## config.mk

```make
export PLATFORM = sky130hd
export DESIGN_NAME = rv_core
export DESIGN_NICKNAME = d
export VERILOG_FILES = /design/src/rv_pkg.sv /design/src/rv_fetch.sv /design/src/rv_decode.sv /design/src/rv_regs.sv /design/src/rv_alu.sv /design/src/rv_lsu.sv /design/src/rv_core.sv
export SDC_FILE = /design/constraint.sdc
export NUM_CORES = 2
export LEC_CHECK = 0
export BUFFER_PORTS_ARGS = -buffer_cell sky130_fd_sc_hd__clkbuf_2
export CAP_MARGIN = 20
export CORE_ASPECT_RATIO = 0.75
export CORE_UTILIZATION = 30
export CTS_BUF_LIST = sky130_fd_sc_hd__clkbuf_4
export CTS_CLUSTER_SIZE = 30
export DETAILED_ROUTE_END_ITERATION = 10
export GPL_ROUTABILITY_DRIVEN = 0
export MAX_ROUTING_LAYER = met4
export PLACE_DENSITY = 0.42
export REMOVE_ABC_BUFFERS = 1
export SYNTH_ARGS = -nofsm -noshare
export SYNTH_HDL_FRONTEND = slang
export SYNTH_SLANG_ARGS = --single-unit
```

## constraint.sdc

```tcl
create_clock -name i_clk -period 5.2 [get_ports i_clk]
set_clock_uncertainty 0.05 [all_clocks]
set_input_delay 0.78 -clock i_clk [delete_from_list [all_inputs] [get_ports i_clk]]
set_output_delay 0.78 -clock i_clk [all_outputs]
set_load 0.1 [all_outputs]
```

## src/rv_pkg.sv

```systemverilog
`default_nettype none

package rv_pkg;

    // major opcodes of the base integer set that the core executes
    typedef enum logic [6:0] {
        OPC_LUI    = 7'b0110111,
        OPC_AUIPC  = 7'b0010111,
        OPC_JAL    = 7'b1101111,
        OPC_JALR   = 7'b1100111,
        OPC_BRANCH = 7'b1100011,
        OPC_LOAD   = 7'b0000011,
        OPC_STORE  = 7'b0100011,
        OPC_OP_IMM = 7'b0010011,
        OPC_OP     = 7'b0110011
    } opcode_t;

    typedef enum logic [2:0] {
        ST_FETCH,
        ST_DECODE,
        ST_EXEC,
        ST_MEM,
        ST_WRITE
    } core_state_t;

    typedef enum logic [3:0] {
        ALU_ADD,
        ALU_SUB,
        ALU_SLL,
        ALU_SLT,
        ALU_SLTU,
        ALU_XOR,
        ALU_SRL,
        ALU_SRA,
        ALU_OR,
        ALU_AND,
        ALU_PASS_B
    } alu_op_t;

    typedef enum logic [1:0] {
        RES_ALU,
        RES_LOAD,
        RES_PC4
    } res_src_t;

    typedef struct packed {
        logic [31:0] adr;
        logic [31:0] dat;
        logic        we;
        logic [3:0]  sel;
        logic        stb;
        logic        cyc;
    } wb_req_t;

    typedef struct packed {
        logic [31:0] dat;
        logic        ack;
    } wb_rsp_t;

    typedef struct packed {
        logic [31:0] instr;
        logic [31:0] pc;
    } fetch_bus_t;

    typedef struct packed {
        logic [4:0]  rs1;
        logic [4:0]  rs2;
        logic [4:0]  rd;
        logic [31:0] imm;
        alu_op_t     alu_op;
        res_src_t    res_src;
        logic [2:0]  funct3;
        logic        a_is_pc;
        logic        b_is_imm;
        logic        reg_write;
        logic        is_load;
        logic        is_store;
        logic        is_branch;
        logic        is_jal;
        logic        is_jalr;
    } decode_bus_t;

    typedef struct packed {
        logic [31:0] result;
        logic        taken;
        logic [31:0] target;
    } alu_bus_t;

endpackage

`default_nettype wire

```

## src/rv_fetch.sv

```systemverilog
`default_nettype none

module rv_fetch
    import rv_pkg::*;
#(
    parameter logic [31:0] RESET_ADDR = 32'h0000_0000
)
(
    input  wire         i_clk,
    input  wire         i_reset_n,
    input  wire         i_load_instr,
    input  wire  [31:0] i_instr,
    input  wire         i_advance,
    input  wire         i_taken,
    input  wire  [31:0] i_target,
    output logic [31:0] o_pc,
    output fetch_bus_t  o_bus
);

    logic [31:0] pc;
    logic [31:0] instr_q;

    always_ff @(posedge i_clk)
    begin
        if (!i_reset_n)
            pc <= RESET_ADDR;
        else if (i_advance)
            pc <= i_taken ? i_target : pc + 32'd4;
    end

    // the instruction register is loaded on the fetch acknowledge
    always_ff @(posedge i_clk)
    begin
        if (i_load_instr)
            instr_q <= i_instr;
    end

    assign o_pc = pc;
    assign o_bus.instr = instr_q;
    assign o_bus.pc = pc;

    // misaligned targets are not supported, so every jump must land on a word
    a_pc_aligned: assert property (
        @(posedge i_clk) disable iff (!i_reset_n)
        i_advance |=> (pc[1:0] == 2'b00)
    );

endmodule

`default_nettype wire

```

## src/rv_decode.sv

```systemverilog
`default_nettype none

module rv_decode
    import rv_pkg::*;
(
    input  wire fetch_bus_t  i_bus,
    output decode_bus_t      o_bus
);

    logic [31:0] instr;
    opcode_t     opcode;
    logic [31:0] imm_i;
    logic [31:0] imm_s;
    logic [31:0] imm_b;
    logic [31:0] imm_u;
    logic [31:0] imm_j;
    logic        alt;
    alu_op_t     f3_op;

    assign instr = i_bus.instr;
    assign opcode = opcode_t'(instr[6:0]);

    assign imm_i = {{20{instr[31]}}, instr[31:20]};
    assign imm_s = {{20{instr[31]}}, instr[31:25], instr[11:7]};
    assign imm_b = {{19{instr[31]}}, instr[31], instr[7], instr[30:25], instr[11:8], 1'b0};
    assign imm_u = {instr[31:12], 12'h000};
    assign imm_j = {{11{instr[31]}}, instr[31], instr[19:12], instr[20], instr[30:21], 1'b0};

    // funct7 bit 5 selects sub and sra; OP-IMM has no subtract form
    assign alt = instr[30];

    always_comb
    begin
        case (instr[14:12])
            3'b000:  f3_op = (alt && opcode == OPC_OP) ? ALU_SUB : ALU_ADD;
            3'b001:  f3_op = ALU_SLL;
            3'b010:  f3_op = ALU_SLT;
            3'b011:  f3_op = ALU_SLTU;
            3'b100:  f3_op = ALU_XOR;
            3'b101:  f3_op = alt ? ALU_SRA : ALU_SRL;
            3'b110:  f3_op = ALU_OR;
            default: f3_op = ALU_AND;
        endcase
    end

    always_comb
    begin
        o_bus = '0;
        o_bus.rs1 = instr[19:15];
        o_bus.rs2 = instr[24:20];
        o_bus.rd = instr[11:7];
        o_bus.funct3 = instr[14:12];
        o_bus.imm = imm_i;
        o_bus.alu_op = ALU_ADD;
        o_bus.res_src = RES_ALU;
        case (opcode)
            OPC_LUI:
            begin
                o_bus.imm = imm_u;
                o_bus.alu_op = ALU_PASS_B;
                o_bus.b_is_imm = 1'b1;
                o_bus.reg_write = 1'b1;
            end
            OPC_AUIPC:
            begin
                o_bus.imm = imm_u;
                o_bus.a_is_pc = 1'b1;
                o_bus.b_is_imm = 1'b1;
                o_bus.reg_write = 1'b1;
            end
            OPC_JAL:
            begin
                o_bus.imm = imm_j;
                o_bus.res_src = RES_PC4;
                o_bus.reg_write = 1'b1;
                o_bus.is_jal = 1'b1;
            end
            OPC_JALR:
            begin
                o_bus.res_src = RES_PC4;
                o_bus.reg_write = 1'b1;
                o_bus.is_jalr = 1'b1;
            end
            OPC_BRANCH:
            begin
                // the adder subtracts rs2 from rs1 to give the compare flags
                o_bus.imm = imm_b;
                o_bus.alu_op = ALU_SUB;
                o_bus.is_branch = 1'b1;
            end
            OPC_LOAD:
            begin
                o_bus.b_is_imm = 1'b1;
                o_bus.res_src = RES_LOAD;
                o_bus.reg_write = 1'b1;
                o_bus.is_load = 1'b1;
            end
            OPC_STORE:
            begin
                o_bus.imm = imm_s;
                o_bus.b_is_imm = 1'b1;
                o_bus.is_store = 1'b1;
            end
            OPC_OP_IMM:
            begin
                o_bus.alu_op = f3_op;
                o_bus.b_is_imm = 1'b1;
                o_bus.reg_write = 1'b1;
            end
            OPC_OP:
            begin
                o_bus.alu_op = f3_op;
                o_bus.reg_write = 1'b1;
            end
            default:
            begin
                o_bus.reg_write = 1'b0;
                o_bus.is_load = 1'b0;
                o_bus.is_store = 1'b0;
            end
        endcase
    end

endmodule

`default_nettype wire

```

## src/rv_regs.sv

```systemverilog
`default_nettype none

module rv_regs
(
    input  wire         i_clk,
    input  wire         i_reset_n,
    input  wire  [4:0]  i_rs1,
    input  wire  [4:0]  i_rs2,
    input  wire  [4:0]  i_rd,
    input  wire         i_write,
    input  wire  [31:0] i_data,
    output logic [31:0] o_data1,
    output logic [31:0] o_data2
);

    // x0 has no storage
    logic [31:0] regs [1:31];

    always_ff @(posedge i_clk)
    begin
        if (!i_reset_n)
        begin
            for (int i = 1; i < 32; i++)
                regs[i] <= '0;
        end
        else if (i_write && i_rd != 5'd0)
            regs[i_rd] <= i_data;
    end

    always_ff @(posedge i_clk)
    begin
        o_data1 <= (i_rs1 == 5'd0) ? '0 : regs[i_rs1];
        o_data2 <= (i_rs2 == 5'd0) ? '0 : regs[i_rs2];
    end

endmodule

`default_nettype wire

```

## src/rv_alu.sv

```systemverilog
`default_nettype none

module rv_alu
    import rv_pkg::*;
(
    input  wire              i_clk,
    input  wire decode_bus_t i_dec,
    input  wire  [31:0]      i_pc,
    input  wire  [31:0]      i_rs1_data,
    input  wire  [31:0]      i_rs2_data,
    output alu_bus_t         o_bus
);

    logic [31:0] op_a;
    logic [31:0] op_b;
    logic        use_sub;
    logic [32:0] sum;
    logic        overflow;
    logic        eq;
    logic        lts;
    logic        ltu;
    logic        cond;
    logic [31:0] result;
    logic [31:0] jalr_target;
    logic [31:0] target;

    assign op_a = i_dec.a_is_pc ? i_pc : i_rs1_data;
    assign op_b = i_dec.b_is_imm ? i_dec.imm : i_rs2_data;

    // one adder serves add, sub and both compares
    assign use_sub = (i_dec.alu_op == ALU_SUB) || (i_dec.alu_op == ALU_SLT) ||
                     (i_dec.alu_op == ALU_SLTU);
    assign sum = {1'b0, op_a} + {1'b0, use_sub ? ~op_b : op_b} + {32'd0, use_sub};
    assign overflow = (op_a[31] ^ op_b[31]) & (op_a[31] ^ sum[31]);

    assign eq = (op_a == op_b);
    assign lts = sum[31] ^ overflow;
    assign ltu = ~sum[32];

    // funct3 bit 2 picks a less-than test, bit 1 unsigned, bit 0 inverts
    assign cond = (i_dec.funct3[2] ? (i_dec.funct3[1] ? ltu : lts) : eq) ^ i_dec.funct3[0];

    always_comb
    begin
        case (i_dec.alu_op)
            ALU_ADD,
            ALU_SUB:    result = sum[31:0];
            ALU_SLL:    result = op_a << op_b[4:0];
            ALU_SLT:    result = {31'd0, lts};
            ALU_SLTU:   result = {31'd0, ltu};
            ALU_XOR:    result = op_a ^ op_b;
            ALU_SRL:    result = op_a >> op_b[4:0];
            ALU_SRA:    result = $unsigned($signed(op_a) >>> op_b[4:0]);
            ALU_OR:     result = op_a | op_b;
            ALU_AND:    result = op_a & op_b;
            ALU_PASS_B: result = op_b;
            default:    result = sum[31:0];
        endcase
    end

    assign jalr_target = i_rs1_data + i_dec.imm;
    assign target = i_dec.is_jalr ? {jalr_target[31:1], 1'b0} : i_pc + i_dec.imm;

    always_ff @(posedge i_clk)
    begin
        o_bus.result <= result;
        o_bus.taken <= i_dec.is_jal | i_dec.is_jalr | (i_dec.is_branch & cond);
        o_bus.target <= target;
    end

endmodule

`default_nettype wire

```

## src/rv_lsu.sv

```systemverilog
`default_nettype none

module rv_lsu
(
    input  wire  [2:0]  i_funct3,
    input  wire  [1:0]  i_addr_lo,
    input  wire  [31:0] i_store_data,
    input  wire  [31:0] i_rdata,
    output logic [3:0]  o_sel,
    output logic [31:0] o_wdata,
    output logic [31:0] o_load_data
);

    logic [7:0]  lane_byte;
    logic [15:0] lane_half;

    // stores put the value on every lane and let the select pick the bytes
    always_comb
    begin
        case (i_funct3[1:0])
            2'b00:
            begin
                o_wdata = {4{i_store_data[7:0]}};
                o_sel = 4'b0001 << i_addr_lo;
            end
            2'b01:
            begin
                o_wdata = {2{i_store_data[15:0]}};
                o_sel = i_addr_lo[1] ? 4'b1100 : 4'b0011;
            end
            default:
            begin
                o_wdata = i_store_data;
                o_sel = 4'b1111;
            end
        endcase
    end

    always_comb
    begin
        case (i_addr_lo)
            2'b00:   lane_byte = i_rdata[7:0];
            2'b01:   lane_byte = i_rdata[15:8];
            2'b10:   lane_byte = i_rdata[23:16];
            default: lane_byte = i_rdata[31:24];
        endcase
    end

    assign lane_half = i_addr_lo[1] ? i_rdata[31:16] : i_rdata[15:0];

    always_comb
    begin
        case (i_funct3)
            3'b000:  o_load_data = {{24{lane_byte[7]}}, lane_byte};
            3'b001:  o_load_data = {{16{lane_half[15]}}, lane_half};
            3'b100:  o_load_data = {24'd0, lane_byte};
            3'b101:  o_load_data = {16'd0, lane_half};
            default: o_load_data = i_rdata;
        endcase
    end

endmodule

`default_nettype wire

```

## src/rv_core.sv

```systemverilog
`default_nettype none

module rv_core
    import rv_pkg::*;
#(
    parameter logic [31:0] RESET_ADDR = 32'h0000_0000
)
(
    input  wire          i_clk,
    input  wire          i_reset_n,
    input  wire wb_rsp_t i_wb_rsp,
    output wb_req_t      o_wb_req
);

    core_state_t state;
    core_state_t state_nxt;
    logic        stb_q;
    logic        xfer;
    fetch_bus_t  fetch_bus;
    decode_bus_t dec;
    alu_bus_t    alu;
    logic [31:0] pc;
    logic [31:0] rs1_data;
    logic [31:0] rs2_data;
    logic [31:0] wb_data;
    logic [31:0] load_data;
    logic [31:0] load_q;
    logic [31:0] store_data;
    logic [3:0]  store_sel;

    assign xfer = stb_q & i_wb_rsp.ack;

    always_comb
    begin
        case (state)
            ST_FETCH:  state_nxt = xfer ? ST_DECODE : ST_FETCH;
            ST_DECODE: state_nxt = ST_EXEC;
            ST_EXEC:   state_nxt = (dec.is_load | dec.is_store) ? ST_MEM : ST_WRITE;
            ST_MEM:    state_nxt = xfer ? ST_WRITE : ST_MEM;
            default:   state_nxt = ST_FETCH;
        endcase
    end

    // the strobe is a flop so that it drops in the cycle after the ack
    always_ff @(posedge i_clk)
    begin
        if (!i_reset_n)
        begin
            state <= ST_FETCH;
            stb_q <= 1'b0;
        end
        else
        begin
            state <= state_nxt;
            stb_q <= (state_nxt == ST_FETCH) || (state_nxt == ST_MEM);
        end
    end

    always_ff @(posedge i_clk)
    begin
        if (state == ST_MEM && xfer)
            load_q <= load_data;
    end

    always_comb
    begin
        case (dec.res_src)
            RES_LOAD: wb_data = load_q;
            RES_PC4:  wb_data = fetch_bus.pc + 32'd4;
            default:  wb_data = alu.result;
        endcase
    end

    always_comb
    begin
        o_wb_req.adr = (state == ST_MEM) ? alu.result : pc;
        o_wb_req.dat = (state == ST_MEM) ? store_data : '0;
        o_wb_req.we = stb_q & (state == ST_MEM) & dec.is_store;
        o_wb_req.sel = (state == ST_MEM) ? store_sel : 4'b1111;
        o_wb_req.stb = stb_q;
        o_wb_req.cyc = stb_q;
    end

    rv_fetch #(
        .RESET_ADDR   (RESET_ADDR)
    ) u_fetch (
        .i_clk        (i_clk),
        .i_reset_n    (i_reset_n),
        .i_load_instr ((state == ST_FETCH) && xfer),
        .i_instr      (i_wb_rsp.dat),
        .i_advance    (state == ST_WRITE),
        .i_taken      (alu.taken),
        .i_target     (alu.target),
        .o_pc         (pc),
        .o_bus        (fetch_bus)
    );

    rv_decode u_decode (
        .i_bus        (fetch_bus),
        .o_bus        (dec)
    );

    rv_regs u_regs (
        .i_clk        (i_clk),
        .i_reset_n    (i_reset_n),
        .i_rs1        (dec.rs1),
        .i_rs2        (dec.rs2),
        .i_rd         (dec.rd),
        .i_write      ((state == ST_WRITE) && dec.reg_write),
        .i_data       (wb_data),
        .o_data1      (rs1_data),
        .o_data2      (rs2_data)
    );

    rv_alu u_alu (
        .i_clk        (i_clk),
        .i_dec        (dec),
        .i_pc         (fetch_bus.pc),
        .i_rs1_data   (rs1_data),
        .i_rs2_data   (rs2_data),
        .o_bus        (alu)
    );

    rv_lsu u_lsu (
        .i_funct3     (dec.funct3),
        .i_addr_lo    (alu.result[1:0]),
        .i_store_data (rs2_data),
        .i_rdata      (i_wb_rsp.dat),
        .o_sel        (store_sel),
        .o_wdata      (store_data),
        .o_load_data  (load_data)
    );

    a_req_stable: assert property (
        @(posedge i_clk) disable iff (!i_reset_n)
        (o_wb_req.stb && !i_wb_rsp.ack) |=>
            (o_wb_req.stb && $stable(o_wb_req.adr) && $stable(o_wb_req.dat) &&
             $stable(o_wb_req.we) && $stable(o_wb_req.sel))
    );

    // halfword and word data accesses must be naturally aligned
    a_mem_aligned: assert property (
        @(posedge i_clk) disable iff (!i_reset_n)
        (o_wb_req.stb && state == ST_MEM) |->
            ((dec.funct3[1:0] == 2'b00) ||
             (dec.funct3[1:0] == 2'b01 && !o_wb_req.adr[0]) ||
             (o_wb_req.adr[1:0] == 2'b00))
    );

endmodule

`default_nettype wire

```

Yosys cells after proc, flatten, opt, wreduce, memory -nomap -nowiden:

Memory sizes are Yosys's and may differ from the RTL's. A register that Yosys moved wholly into a read port is not among the register bits.
Index checks and enable logic that the tools add are counted.

* input bits: 35
* memories kept: 1
* output and inout bits: 71
* register bits: 165
* RAM bits: 992

* reductions and logical operators: 22
* equal/unequal tests: 36
* add/sub/neg operators: 5
* bitwise operators: 17
* muxes and demuxes: 43
* shift operators: 4

Memories
* u_regs.regs: words 31, bits a word 32, read ports 2, clocked after memory_dff 2, write ports 31, line rv_regs.sv:17 `logic [31:0] regs [1:31];`

Operators by type and width (number)
* case mux 32 bit (9 select lines): 1
* 2-to-1 mux 32 bit: 8
* case mux 32 bit (2 select lines): 2
* case mux 32 bit (4 select lines): 1
* case mux 31 bit (4 select lines): 1
* adder 32 bit: 2
* adder 32 x 32 -> 33 bit: 1
* adder 33 x 1 -> 33 bit: 1
* adder 32 x 3 -> 32 bit, second input constant: 1
* AND 32 bit: 1
* equality test 32 bit: 1
* NOT 32 bit: 1
* bitwise OR 32 bit: 1
* OR reduction 32 bit: 1
* left shift 32 x 5 -> 32 bit: 1
* >> shifter 32 x 5 -> 32 bit: 1
* >>> shifter 32 x 5 -> 32 bit: 1
* XOR 32 bit: 1
* case mux 4 bit (7 select lines): 1
* case mux 8 bit (3 select lines): 1
* equality test 7 x 6 -> 1 bit, second input constant: 3
* equality test 7 bit, second input constant: 3
* 2-to-1 mux 1 bit: 18
* equality test 4 x 3 -> 1 bit, second input constant: 4
* 32 further kinds: 70

Logic depth before layout (Yosys ltp):

* depth in word-level cells: 19
* mapped depth: 24
* mapped depth without buffers: 20

By module:

From an unflattened synthesis, not the netlist that was laid out.

* cell total of the unflattened synthesis: 6286
* area, all modules: 76225.6 sq um

By module, submodules not included
* rv_regs: cells an instance 3609, area each 55650.9 sq um, sequential area each 32030.7 sq um, times used 1
* rv_alu: cells an instance 1742, area each 12378.1 sq um, sequential area each 1301.2 sq um, times used 1
* rv_fetch: cells an instance 325, area each 3284.4 sq um, sequential area each 1601.5 sq um, times used 1
* rv_core: cells an instance 325, area each 3059.2 sq um, sequential area each 1041.0 sq um, times used 1
* rv_lsu: cells an instance 183, area each 1163.6 sq um, sequential area each 0.0 sq um, times used 1
* rv_decode: cells an instance 102, area each 689.4 sq um, sequential area each 0.0 sq um, times used 1

Worst setup path after synthesis:

Ideal clock, no wire load.

* kind: register to register
* start: register u_fetch.instr_q[2]
* end: register u_alu.o_bus[32] in the netlist's numbering
* path slack: -0.237 ns
* stages on the path, launching flop included: 24
* clock period less this slack: 5.437 ns
* arrival time: 5.300 ns
* required time: 5.063 ns
* library setup time: 0.087 ns
* path buffers: 7
* cell sequence: edfxtp_1 -> buf_4 -> and4bb_1 -> buf_4 -> nand2_1 -> nand2_1 -> buf_2 -> buf_2 -> buf_2 -> buf_1 -> mux2i_1 -> xnor2_1 -> ha_1 -> clkbuf_1 -> nand4_1 -> or2_2 -> a2111oi_0 -> or4_1 -> a21boi_0 -> o211ai_1 -> a311oi_1 -> a31o_2 -> o31a_1 -> o31ai_1

* cells in the longest elaborated chain, start to end: 19
* elaborated cells between the ends (all ways): 45

RTL lines
* start: declaration: line rv_fetch.sv:21 `logic [31:0] instr_q;`
* start signal: assignment: line rv_fetch.sv:35 `instr_q <= i_instr;`
* equality test 7 x 6 -> 1 bit: line rv_decode.sv:35, rv_decode.sv:56
* logical AND 1 bit: line rv_decode.sv:35 `3'b000: f3_op = (alt && opcode == OPC_OP) ? ALU_SUB : ALU_ADD;`
* 2-to-1 mux 1 bit: line rv_decode.sv:35
* case mux 4 bit (7 select lines): line rv_decode.sv:34 `case (instr[14:12])`
* case mux 4 bit (3 select lines): line rv_decode.sv:56 `case (opcode)`
* equality test 4 x 1 -> 1 bit / equality test 4 x 2 -> 1 bit (equally long branches): line rv_alu.sv:31 `assign use_sub = (i_dec.alu_op == ALU_SUB) || (i_dec.alu_op == ALU_SLT) ||`
* logical OR 1 bit (2 in series): line rv_alu.sv:31
* 2-to-1 mux 32 bit: line rv_alu.sv:33 `assign sum = {1'b0, op_a} + {1'b0, use_sub ? ~op_b : op_b} + {32'd0, use_sub};`
* adder 32 x 32 -> 33 bit: line rv_alu.sv:33
* adder 33 x 1 -> 33 bit: line rv_alu.sv:33
* XOR 1 bit: line rv_alu.sv:34 `assign overflow = (op_a[31] ^ op_b[31]) & (op_a[31] ^ sum[31]);`
* AND 1 bit: line rv_alu.sv:34
* XOR 1 bit: line rv_alu.sv:37 `assign lts = sum[31] ^ overflow;`
* 2-to-1 mux 1 bit (2 in series): line rv_alu.sv:41 `assign cond = (i_dec.funct3[2] ? (i_dec.funct3[1] ? ltu : lts) : eq) ^ i_dec.funct3[0];`
* XOR 1 bit: line rv_alu.sv:41
* AND 1 bit: line rv_alu.sv:67 `o_bus.taken <= i_dec.is_jal | i_dec.is_jalr | (i_dec.is_branch & cond);`
* bitwise OR 1 bit *: line rv_alu.sv:67
* end: declaration: line rv_alu.sv:11 `output alu_bus_t o_bus`

Every way passes the cells marked *; elsewhere a longest branch is shown, timed or not.
A chain may end at the register's enable or synchronous reset.

Worst setup path in the final report:

* start: register u_fetch.instr_q[3]
* end: register u_alu.o_bus[62] in the netlist's numbering

* cells in the longest elaborated chain, start to end: 12
* elaborated cells between the ends (all ways): 43

RTL lines
* equality test 7 x 6 -> 1 bit: line rv_decode.sv:35, rv_decode.sv:56
* logical AND 1 bit: line rv_decode.sv:35
* 2-to-1 mux 1 bit: line rv_decode.sv:35
* case mux 4 bit (7 select lines): line rv_decode.sv:34
* case mux 4 bit (3 select lines): line rv_decode.sv:56
* equality test 4 x 1 -> 1 bit / equality test 4 x 2 -> 1 bit (equally long branches): line rv_alu.sv:31, rv_alu.sv:45
* logical OR 1 bit (2 in series): line rv_alu.sv:31
* 2-to-1 mux 32 bit: line rv_alu.sv:33
* adder 32 x 32 -> 33 bit: line rv_alu.sv:33
* adder 33 x 1 -> 33 bit: line rv_alu.sv:33
* case mux 32 bit (9 select lines) *: line rv_alu.sv:45 `case (i_dec.alu_op)`
* via u_alu.result[29]: line rv_alu.sv:23 `logic [31:0] result;`

The timed path passes the listed nets; every way through them passes the cells marked *.

==> results.json <==
{
  "status": "finished clean",
  "fin_nets": 6588,
  "cts_sinks": 1253,
  "wirelength_um": 326200,
  "grt_max_degree": 130,
  "ir_worst_vdd_mv": 0.2034,
  "synth_common_cells": "1237 x nor2_1, 1088 x edfxtp_1, 650 x mux4_2",
  "pin_count": 106,
  "drt-pass1-iter-count": 6,
  "synthCells": 6037,
  "synthesis.area_um2": 73210,
  "route.vias.total": 57620,
  "ys_seq_area_frac": 0.4914,
  "min_period_ns": 5.104,
  "max-clock-path-buffers": 4,
  "dieArea_um2": 246000,
  "power_mw": 29.07,
  "fin_crit_sh": 0.9816,
  "track_usage": 0.2682,
  "grt-ovfl-total": 0,
  "yosys.area.top_type": "edfxtp_1",
  "setup_slack_ns": 0.09591,
  "hold_class": "primary input to flop",
  "grt_pass1_wl_um": 448400,
  "postSynthRegisterBits": 1253,
  "hpwlAfterDp_um": 220700,
  "fmax_ghz": 0.1959,
  "numCtsBuffers": 342,
  "synth.distinct_cells": 87,
  "io_buffer_count": 105,
  "drtAntennaViolNets": 0,
  "synth_flop_cell": "edfxtp_1",
  "fin_area_um2": 84130,
  "synth.most_common_cell": "nor2_1",
  "core-area_um2": 241800,
  "crit_path_start_kind": "flop",
  "rsz0062_at_grt": "yes",
  "internal-power_mw": 18.59,
  "wl_per_cell_um": 32.97,
  "die_x_um": 572.4,
  "clkLatencyLatePin_ns": 1.22,
  "p_switching_mw": 10.48,
  "combinationalPowerShare": 0.270,
  "async_flop_share": 0,
  "drive_gt1_frac": 0.2811,
  "synthTopCellsByArea": "edfxtp_1 45%, mux4_2 20%, nor2_1 6.3%, dfxtp_1 4.5%, mux2i_1 2.8%",
  "synth_edf_count": 1088,
  "rows": 156,
  "tightest_slew_ns": 1.405,
  "crit_fanout": 24,
  "syn2layout_area_growth_pct": 14.92,
  "place_area_um2": 79320,
  "max_slew_margin": 0.05350,
  "grt_pass1_vias": 55160,
  "critPathArrivalTime_ns": 6.07,
  "antenna_found_initial": 22,
  "h-tree-depth": 5,
  "initial_core_util": 0.3027,
  "path_clk_slew_ns": 0.08,
  "n_fill_cell": 23930,
  "crit_type": "flop to flop",
  "ys_warn_count": 0,
  "power_frac_seq": 0.416,
  "pre_cts_ws_ns": -0.5125,
  "drc_errors": 0,
  "die_h_um": 429.8,
  "fin_setup_tns_ns": 0,
  "end_kind": "flop",
  "powerDensity_nw_per_um2": 345.5,
  "p_clk_frac": 0.314,
  "final_hold_viol_count": 0,
  "cts_tree": "built",
  "setup_violations": 0,
  "maxCapViolCount": 0,
  "p_leak_nw": 32.16,
  "synth_top_area_frac": 0.4463,
  "drt_iter0_drc": 8137,
  "switching_share": 0.3606,
  "root_buffer": "clkbuf_4",
  "maxSlewViolCount": 0,
  "critical_path_required_ns": 6.16,
  "synth.avg_cell_area_um2": 12.13,
  "via_per_inst": 5.823
}
metal layers:
metal,up-vias,part of all wire,GRT usage
met5,-,0,-
met4,0,0.024,0.06171
met3,490,0.11,0.07672
met2,3379,0.40,0.3493
met1,30060,0.46,0.4029
li1,23690,-,-
cells by family (layout without fill, tap and decap cells):
| logic type | Yosys count | after routing | share of synthesized area |
|---|---|---|---|
| fa+ha+maj | 163 | 163 | 0.02817 |
| other cells | 1 | 45 | 0.00005123 |
| simple gates | 1985 | 1985 | 0.1114 |
| buf+inv | 707 | 1281 | 0.03777 |
| xor+xnor | 137 | 137 | 0.01639 |
| flops | 1253 | 1253 | 0.4914 |
| compound gates | 904 | 904 | 0.08187 |
| mux | 887 | 887 | 0.2329 |
what timing repair did:
| item | 4_1_cts | 5_1_grt |
|---|---|---|
| endpoints found under the hold margin | 59 | 0 |
| buffers inserted | 1 | 4 |
| endpoints found under the setup margin | 8 | 15 |
| resized for setup | 4 | 33 |
| pin swaps | 0 | 9 |
| hold buffers | 33 | 0 |
through the flow:
stage	util	cells	hold WS, ns
2_1_floorplan	-	5524	0.4038
3_3_place_gp	0.3280	9244	0.4176
3_5_place_dp	0.3280	9245	0.4229
4_1_cts	0.3470	9875	0.2400
5_1_grt	0.3478	9891	0.2646
6_report	0.3479	9894	0.3566
worst max-delay path, stage by stage, from the launching register on:
cell	delay, ns
edfxtp_1	0.40
and3b_1	0.28
nand3_2	0.22
nand2_2	0.19
buf_4	0.19
buf_4	0.33
mux2_2	0.41
xor2_1	0.15
ha_1	0.46
nand2_1	0.18
or2_2	0.31
nor2b_1	0.19
a211oi_1	0.31
buf_4	0.20
o21ai_1	0.11
o21ai_1	0.31
mux2i_2	0.38
o2111ai_1	0.24
power by group through the flow:
stage               combinational, mW  clock, mW  sequential [mW]
detailed placement               7.58          0             12.3
floorplan                        4.17          0             12.1
global placement                 7.60          0             12.3
finish                           7.84       9.13             12.1
global route                     8.15       9.81             12.1
CTS                              7.63       9.33             12.1
final cells by class:
cell class | count | area, µm² | area share
Multi-Input combinational cell | 4108 | 35110 | 0.4174
Tap cell | 3239 | 4053 | 0.04817
Clock inverter | 79 | 347.8 | 0.004135
Sequential cell | 1253 | 35980 | 0.4276
Clock buffer | 517 | 3881 | 0.04614
Antenna cell | 13 | 32.53 | 0.0003867
Inverter | 163 | 616.8 | 0.007332
Timing Repair Buffer | 522 | 4108 | 0.04883
worst paths after layout:
| check | from | end | slack, ns | cells after the start |
|---|---|---|---|---|
| setup / recovery | u_fetch.instr_q[3] | u_alu.o_bus[62] | 0.1 | 17 |
| hold / removal | i_wb_rsp[6] | u_fetch.instr_q[5] | 0.36 | 2 |
| setup reg to reg | u_fetch.instr_q[3] | u_alu.o_bus[62] | 0.1 | 17 |
| hold reg to reg | u_alu.o_bus[0] | u_fetch.o_pc[0] | 0.44 | 2 |
cell usage in the layout (no fill, tap or decap), types with 74 or more instances in the layout:
cell type  synthesis  layout
buf_4             10     354
edfxtp_1        1088    1088
xnor2_1           88      88
o21ai_0          168     165
a211oi_1          74      74
a21oi_1          217     212
nor2_1          1237    1226
clkbuf_2           0     104
dfxtp_1          165     164
mux4_2           650     650
ha_1             160     160
clkbuf_4           0     518
nand2_1          441     378
mux2i_1          207     204
inv_1            158     155
state kept, by name, summed over array words and instances, names as in the netlist:
register	flops
state	3
u_regs.regs	1024
u_regs.o_data2	32
stb_q	1
u_fetch.instr_q	32
u_fetch.o_pc	32
load_q	32
u_alu.o_bus	65
u_regs.o_data1	32
(Power assumes the default switching activity.)
